==> src/axi_slv_pkg.sv <==
package axi_slv_pkg;

    localparam int ADDR_BITS  = 32;
    localparam int DATA_BITS  = 64;
    localparam int DATA_BYTES = DATA_BITS / 8;
    localparam int ID_BITS    = 4;

    localparam int BANK_WORDS     = 256;
    localparam int BANK_ADDR_BITS = $clog2(BANK_WORDS);  // word index from addr[10:3]

    // wrap bursts stay inside an aligned 32-byte block
    localparam int WRAP_BOUNDARY_BITS = 5;

    typedef enum logic [1:0] {
        BURST_FIXED = 2'b00,
        BURST_INCR  = 2'b01,
        BURST_WRAP  = 2'b10
    } axi_burst_e;

    typedef enum logic [1:0] {
        RESP_OKAY   = 2'b00,
        RESP_EXOKAY = 2'b01,
        RESP_SLVERR = 2'b10,
        RESP_DECERR = 2'b11
    } axi_resp_e;

    typedef enum logic [1:0] {
        rd_wait,
        rd_hold,   // AR taken, waiting for the write side
        rd_trans
    } rd_state_e;

    typedef enum logic {
        wr_wait,
        wr_trans
    } wr_state_e;

    // bytes per beat
    function automatic logic [7:0] size_to_bytes(input logic [2:0] size);
        return 8'd1 << size;
    endfunction

endpackage

==> src/axi_slv.sv <==
module axi_slv (
    input  logic                                     i_clk,
    input  logic                                     i_nrst,
    input  logic                                     i_aw_valid,
    output logic                                     o_aw_ready,
    input  logic [axi_slv_pkg::ADDR_BITS-1:0]        i_aw_addr,
    input  logic [axi_slv_pkg::ID_BITS-1:0]          i_aw_id,
    input  logic [7:0]                               i_aw_len,
    input  logic [2:0]                               i_aw_size,
    input  logic [1:0]                               i_aw_burst,
    input  logic                                     i_w_valid,
    output logic                                     o_w_ready,
    input  logic [axi_slv_pkg::DATA_BITS-1:0]        i_w_data,
    input  logic [axi_slv_pkg::DATA_BYTES-1:0]       i_w_strb,
    output logic                                     o_b_valid,
    input  logic                                     i_b_ready,
    output logic [axi_slv_pkg::ID_BITS-1:0]          o_b_id,
    output logic [1:0]                               o_b_resp,
    input  logic                                     i_ar_valid,
    output logic                                     o_ar_ready,
    input  logic [axi_slv_pkg::ADDR_BITS-1:0]        i_ar_addr,
    input  logic [axi_slv_pkg::ID_BITS-1:0]          i_ar_id,
    input  logic [7:0]                               i_ar_len,
    input  logic [2:0]                               i_ar_size,
    input  logic [1:0]                               i_ar_burst,
    output logic                                     o_r_valid,
    input  logic                                     i_r_ready,
    output logic [axi_slv_pkg::DATA_BITS-1:0]        o_r_data,
    output logic [axi_slv_pkg::ID_BITS-1:0]          o_r_id,
    output logic [1:0]                               o_r_resp,
    output logic                                     o_r_last,
    input  logic                                     i_ready,
    input  logic [axi_slv_pkg::DATA_BITS-1:0]        i_rdata,
    output logic                                     o_re,
    output logic                                     o_r32,
    output logic [axi_slv_pkg::BANK_ADDR_BITS-1:0]   o_radr,
    output logic                                     o_we,
    output logic [axi_slv_pkg::BANK_ADDR_BITS-1:0]   o_wadr,
    output logic [axi_slv_pkg::DATA_BYTES-1:0]       o_wstrb,
    output logic [axi_slv_pkg::DATA_BITS-1:0]        o_wdata
);

    function automatic logic [axi_slv_pkg::ADDR_BITS-1:0] next_addr(
        input logic [axi_slv_pkg::ADDR_BITS-1:0] addr,
        input logic [7:0]                        incr,
        input axi_slv_pkg::axi_burst_e           burst
    );
        logic [axi_slv_pkg::ADDR_BITS-1:0] nxt;
        nxt = addr;  // fixed burst repeats
        case (burst)
            axi_slv_pkg::BURST_INCR: begin
                nxt[11:0] = addr[11:0] + {4'd0, incr};  // no 4 KiB page crossing
            end
            axi_slv_pkg::BURST_WRAP: begin
                nxt[axi_slv_pkg::WRAP_BOUNDARY_BITS-1:0] =
                    addr[axi_slv_pkg::WRAP_BOUNDARY_BITS-1:0]
                    + incr[axi_slv_pkg::WRAP_BOUNDARY_BITS-1:0];
            end
            default: ;
        endcase
        return nxt;
    endfunction

    axi_slv_pkg::rd_state_e rd_state;
    axi_slv_pkg::wr_state_e wr_state;

    logic [axi_slv_pkg::ADDR_BITS-1:0] raddr;  // next address to request from the bank
    logic [7:0]                        rsize;
    axi_slv_pkg::axi_burst_e           rburst;
    logic [7:0]                        rlen;
    logic [axi_slv_pkg::ID_BITS-1:0]   rid;
    logic                              rskip;
    logic [axi_slv_pkg::DATA_BITS-1:0] skip_rdata;
    logic                              rd_swap;  // bank output holds an upper word

    logic [axi_slv_pkg::ADDR_BITS-1:0] rd_addr;
    logic                              rd_is32;
    logic                              rd_free;
    logic                              rd_last;
    logic                              rd_adv;
    logic                              ar_hs;
    logic                              r_hs;
    logic [axi_slv_pkg::DATA_BITS-1:0] rd_data;

    logic [axi_slv_pkg::ADDR_BITS-1:0] waddr;
    logic [7:0]                        wsize;
    axi_slv_pkg::axi_burst_e           wburst;
    logic [7:0]                        wlen;
    logic [axi_slv_pkg::ID_BITS-1:0]   wid;
    logic                              b_valid;
    logic                              aw_hs;
    logic                              w_hs;

    // writes win and nothing starts before the bank sweep is over
    assign rd_free = !i_aw_valid && (wr_state == axi_slv_pkg::wr_wait) && i_ready;
    assign rd_last = (rlen == 8'd0);
    assign r_hs    = o_r_valid && i_r_ready;
    assign ar_hs   = i_ar_valid && o_ar_ready;
    assign rd_adv  = ((rd_state == axi_slv_pkg::rd_hold) && o_re) || (r_hs && !rd_last);

    always_comb begin
        o_ar_ready = 1'b0;
        o_re       = 1'b0;
        rd_addr    = raddr;
        rd_is32    = (rsize == 8'd4);
        case (rd_state)
            axi_slv_pkg::rd_wait: o_ar_ready = 1'b1;
            axi_slv_pkg::rd_hold: o_re = rd_free;
            axi_slv_pkg::rd_trans: begin
                o_re       = |rlen;  // prefetch the next beat
                o_ar_ready = r_hs && rd_last;
            end
            default: ;
        endcase
        if (o_ar_ready) begin
            rd_addr = i_ar_addr;
            rd_is32 = (i_ar_size == 3'd2);
            o_re    = i_ar_valid && rd_free;
        end
    end

    assign o_radr = rd_addr[axi_slv_pkg::BANK_ADDR_BITS+2:3];
    assign o_r32  = rd_is32 && rd_addr[2];

    // upper word mirrored into both halves
    assign rd_data   = rd_swap ? {2{i_rdata[63:32]}} : i_rdata;
    assign o_r_valid = (rd_state == axi_slv_pkg::rd_trans) && i_ready;
    assign o_r_data  = rskip ? skip_rdata : rd_data;
    assign o_r_last  = (rd_state == axi_slv_pkg::rd_trans) && rd_last;
    assign o_r_id    = rid;
    assign o_r_resp  = axi_slv_pkg::RESP_OKAY;

    always_ff @(posedge i_clk or negedge i_nrst) begin
        if (!i_nrst) begin
            rd_state <= axi_slv_pkg::rd_wait;
            rlen     <= 8'd0;
            rskip    <= 1'b0;
            rd_swap  <= 1'b0;
        end else begin
            if (o_re) begin
                rd_swap <= o_r32;
            end
            if (ar_hs) begin
                rlen     <= i_ar_len;
                rd_state <= o_re ? axi_slv_pkg::rd_trans : axi_slv_pkg::rd_hold;
            end else if (rd_state == axi_slv_pkg::rd_hold && o_re) begin
                rd_state <= axi_slv_pkg::rd_trans;
            end else if (r_hs) begin
                if (rd_last) begin
                    rd_state <= axi_slv_pkg::rd_wait;
                end else begin
                    rlen <= rlen - 8'd1;
                end
            end
            if (r_hs) begin
                rskip <= 1'b0;
            end else if (o_r_valid) begin
                rskip <= 1'b1;  // beat stalled by the master
            end
        end
    end

    always_ff @(posedge i_clk) begin
        if (ar_hs) begin
            rid    <= i_ar_id;
            rsize  <= axi_slv_pkg::size_to_bytes(i_ar_size);
            rburst <= axi_slv_pkg::axi_burst_e'(i_ar_burst);
            raddr  <= o_re ? next_addr(i_ar_addr, axi_slv_pkg::size_to_bytes(i_ar_size),
                                       axi_slv_pkg::axi_burst_e'(i_ar_burst))
                           : i_ar_addr;
        end else if (rd_adv) begin
            raddr <= next_addr(raddr, rsize, rburst);
        end
        if (o_r_valid && !i_r_ready && !rskip) begin
            skip_rdata <= rd_data;
        end
    end

    // no new AW while a read burst is streaming or a B is pending
    assign o_aw_ready = (wr_state == axi_slv_pkg::wr_wait) && !b_valid
                        && ((rd_state != axi_slv_pkg::rd_trans) || rd_last);
    assign aw_hs      = i_aw_valid && o_aw_ready;
    assign o_w_ready  = (wr_state == axi_slv_pkg::wr_trans) && i_ready;
    assign w_hs       = i_w_valid && o_w_ready;

    assign o_we    = (wr_state == axi_slv_pkg::wr_trans) && i_w_valid;
    assign o_wadr  = waddr[axi_slv_pkg::BANK_ADDR_BITS+2:3];
    assign o_wstrb = i_w_strb;
    assign o_wdata = i_w_data;

    assign o_b_valid = b_valid;
    assign o_b_id    = wid;
    assign o_b_resp  = axi_slv_pkg::RESP_OKAY;

    always_ff @(posedge i_clk or negedge i_nrst) begin
        if (!i_nrst) begin
            wr_state <= axi_slv_pkg::wr_wait;
            wlen     <= 8'd0;
            b_valid  <= 1'b0;
        end else begin
            if (aw_hs) begin
                wr_state <= axi_slv_pkg::wr_trans;
                wlen     <= i_aw_len;
            end else if (w_hs) begin
                if (wlen == 8'd0) begin
                    wr_state <= axi_slv_pkg::wr_wait;
                    b_valid  <= 1'b1;
                end else begin
                    wlen <= wlen - 8'd1;
                end
            end
            if (b_valid && i_b_ready) begin
                b_valid <= 1'b0;
            end
        end
    end

    always_ff @(posedge i_clk) begin
        if (aw_hs) begin
            waddr  <= i_aw_addr;
            wid    <= i_aw_id;
            wsize  <= axi_slv_pkg::size_to_bytes(i_aw_size);
            wburst <= axi_slv_pkg::axi_burst_e'(i_aw_burst);
        end else if (w_hs) begin
            waddr <= next_addr(waddr, wsize, wburst);
        end
    end

endmodule

==> config.mk <==
export PLATFORM = sky130hd
export DESIGN_NAME = axi_slv
export DESIGN_NICKNAME = d
export VERILOG_FILES = /design/src/axi_slv_pkg.sv /design/src/axi_slv.sv
export SDC_FILE = /design/constraint.sdc
export NUM_CORES = 1
export LEC_CHECK = 0
export ABC_CLOCK_PERIOD_IN_PS = 5600
export BUFFER_PORTS_ARGS = -buffer_cell sky130_fd_sc_hd__buf_4
export CORE_UTILIZATION = 30
export DETAILED_ROUTE_END_ITERATION = 8
export REMOVE_ABC_BUFFERS = 1
export SYNTH_ARGS = -nofsm -noshare
export SYNTH_HDL_FRONTEND = slang
export SYNTH_SLANG_ARGS = --single-unit
==> constraint.sdc <==
create_clock -name i_clk -period 5.6 [get_ports i_clk]
set_input_delay 0.28 -clock i_clk [delete_from_list [all_inputs] [get_ports i_clk]]
set_output_delay 0.28 -clock i_clk [all_outputs]
set_load 0.05 [all_outputs]
==> results.cfg <==
[run_status]
status = finished clean

[route]
wl_met3_mm = 5.47
first_pass_iters = 5
vias = 6239
drc = 0
viasPerCell = 4.97
dr_wl_met2_mm = 15.9
route.detailed.wl_per_inst_um = 26.8
wl_met1_mm = 9.79
dr.max_layer_used = met5
wirelength_mm = 33.6
antenna_left = 0
drt-initial-drc-count = 443

[synth]
yosysUniqueCellTypes = 62
synth.area.mux_share_pct = 14.7
synth.top_cell.area_share_pct = 40.6
yosys_warnings = 0
synth_edf_count = 114
netlist_instances = 726
synth_area_um2 = 8420
synth_top_family_by_area = multiplexers
synth_compound_area_share_pct = 9.02
ys_seq_area_share_pct = 47.2
synth_area_leaders = edfxtp_1, mux2_2, buf_4
synthArstFlopShare_pct = 16.2
synthXorXnorAreaFrac_pct = 2.81
synth_top_area_cell = edfxtp_1
synth-seq-cells = 136
synth-simple-area-share_pct = 11.0
synth-main-ff-cell = edfxtp_1
postSynthAreaPerCell_um2 = 11.6
yosys.area_share.adder_pct = 5.47
synth.most_common_cell = edfxtp_1
ys_top_cells_by_count = edfxtp_1, mux2_2, buf_4, nor2_1, nand2_1

[sta]
hold_viol_final = 0
period_needed_ps = 3330
hold_slack_ps = 40.7
fmax_ghz = 0.300
finalCritPeriodShare_pct = 59.4
rsz0062_at_grt = false
drv_slew = 0
relSlewSlack_pct = 33.2
worstMarginPinSlew_ps = 992
setup_viol = 0
skew_ps = 11.1

[final_layout]
layout-drive-gt1-share_pct = 42.8
utilization_pct = 38.3
syn2layout_area_growth_pct = 24.0
n_fill_cell = 2732
num_antenna_cells = 0
finalNetCount = 1149

[worst_setup_path]
worstPathRequired_ps = 5770
crit_type = flop to flop
worstSetupEndpointType = flop
start_kind = flop
slowest_delay_ps = 690
cpMostUsedCell = inv_2
worst-path-buf-inv = 3
crit_path_max_fanout = 44
cp_slowest_cell = a31oi_2
critical-path-top-delay-family = compound AO/OA/AOI/OAI gates
arrival_ps = 3500
worstPathCellList = inv_1 -> ha_1 -> nor4b_4 -> a31oi_2 -> inv_2 -> nand2_2 -> inv_2 -> and3_1 -> a221o_1

[floorplan]
start_util_pct = 30.9
rows = 60
dieArea_um2 = 28800
die_w_um = 170
die_y_um = 170
io_pins = 415
core_area_um2 = 27300

[pwr]
swShare_pct = 43.3
clkPwrFrac_pct = 20.7
ir_worst_vdd_mv = 0.270
p_comb_share_pct = 50.2
leakage_nw = 4.10
switchingPower_mw = 2.22
internal_power_mw = 2.90
power_density_nw_per_um2 = 490
seq_power_share_pct = 29.0

[worst_hold_path]
min_path_type = primary input to flop

[clock_tree]
clk_latency_ps = 410
clkTransAtPathRegs_ps = 70
cts_tree = yes
cts_root_buffer = clkbuf_16
cts-resized-gates = 0
cts_buffers = 17
max-clock-path-buffers = 2
htreeDepth = 4
cts.sinks = 136

[place]
gp_congestion = 0.871
hpwl_mm = 28.0
io_buffers = 224

[grt]
track_usage_pct = 22.9
grt_pass1_wl_mm = 44.6
antenna_found_initial = 0
grt_max_degree = 65
grt-ovfl-total = 0
first_global_vias = 5946

[job]
cap_violations = 0
## layout by cell type, fill, tap and decap left out, drive strengths merged, types with 6 or more instances in the layout
master	synthesis	routed
a21oi	28	28
a31oi	7	7
and3	6	6
buf	91	228
clkbuf	14	19
clkinv	0	9
dfrtp	22	22
edfxtp	114	114
ha	32	32
inv	26	26
mux2	104	104
mux2i	7	7
nand2	36	36
nand2b	9	9
nand3	15	15
nor2	49	49
nor3	15	15
nor3b	9	9
o211ai	6	6
o21ai	34	34
or3	9	9
xnor2	13	13
xor2	14	14
## routing by layer
metal,GRT usage (%),vias to the layer above
met5,6.96,-
met4,14.9,4
met3,17.2,47
met2,38.0,393
met1,18.5,2912
li1,-,2883
## sequential cells by signal, summed over array words and instances, names as in the netlist
signal / cells
rburst: 2
o_b_valid: 1
wburst: 2
skip_rdata: 64
wr_state: 1
rd_state: 2
o_r_id: 4
rsize: 8
wsize: 8
raddr: 11
wlen: 8
rskip: 1
waddr: 11
rd_swap: 1
rlen: 8
o_b_id: 4
## cells by family (layout without fill, tap and decap cells)
group	after synthesis	in the layout
other	1	4
muxes	111	111
xor gates and xnor gates	27	27
and+or+nand+nor	172	172
adders and majority gates	35	35
DFF	136	136
buffers and inverters	131	286
AOI/OAI and AO/OA	113	113
## worst paths after layout
kind	cells after the start	to	startpoint	slack, ps
worst max-delay path	9	raddr[0]	rlen[0]	2270
worst min-delay path	1	o_r_id[0]	i_ar_id[0]	40
worst max register to register	9	raddr[0]	rlen[0]	2270
worst min register to register	1	wlen[6]	wlen[6]	520
max in group asynchronous	2	rskip	i_nrst	5010
min in group asynchronous	2	wlen[3]	i_nrst	310
## worst reg2reg max path: cells and delay by family (launching register included)
| family | cells | cell delay (ps) |
|---|---|---|
| AND/OR/NAND/NOR | 3 | 870 |
| buffers and inverters | 3 | 680 |
| adder cells (fa/ha/maj) | 1 | 230 |
| AO/OA/AOI/OAI | 2 | 940 |
| flip-flops | 1 | 380 |
## through the flow
stage	instance area (µm²)	setup slack, ps	total power [mW]	setup TNS [ps]	cells
2_1_floorplan	7710	-1100	3.41	-70110	624
3_3_place_gp	9890	2230	4.05	0	1224
3_5_place_dp	9890	2230	4.07	0	1224
4_1_cts	10400	2230	5.16	0	1256
5_1_grt	10400	1990	5.38	0	1256
6_report	10400	2270	5.12	0	1256
## power by group through the flow
stage / sequential (mW) / combinational [mW] / clock (mW)
2_1_floorplan: 1.60 / 1.82 / 0
5_1_grt: 1.51 / 2.75 / 1.12
3_5_place_dp: 1.51 / 2.57 / 0
3_3_place_gp: 1.50 / 2.55 / 0
4_1_cts: 1.49 / 2.58 / 1.09
6_report: 1.49 / 2.57 / 1.06
## repair_timing
action,in CTS,in global routing
setup endpoints to repair,0,0
hold endpoints to repair,22,0
hold buffers,1,0
setup buffers,0,0
## layout make-up
type	instances	area [µm²]	area share, %
clock buffer	19	433	4.15
clock inverter	12	106	1.02
inverter	26	97.6	0.934
multi-input combinational	462	3640	34.9
sequential	136	3980	38.1
tap	372	465	4.46
timing repair buffer	229	1720	16.5
(Power assumes the default switching activity.)
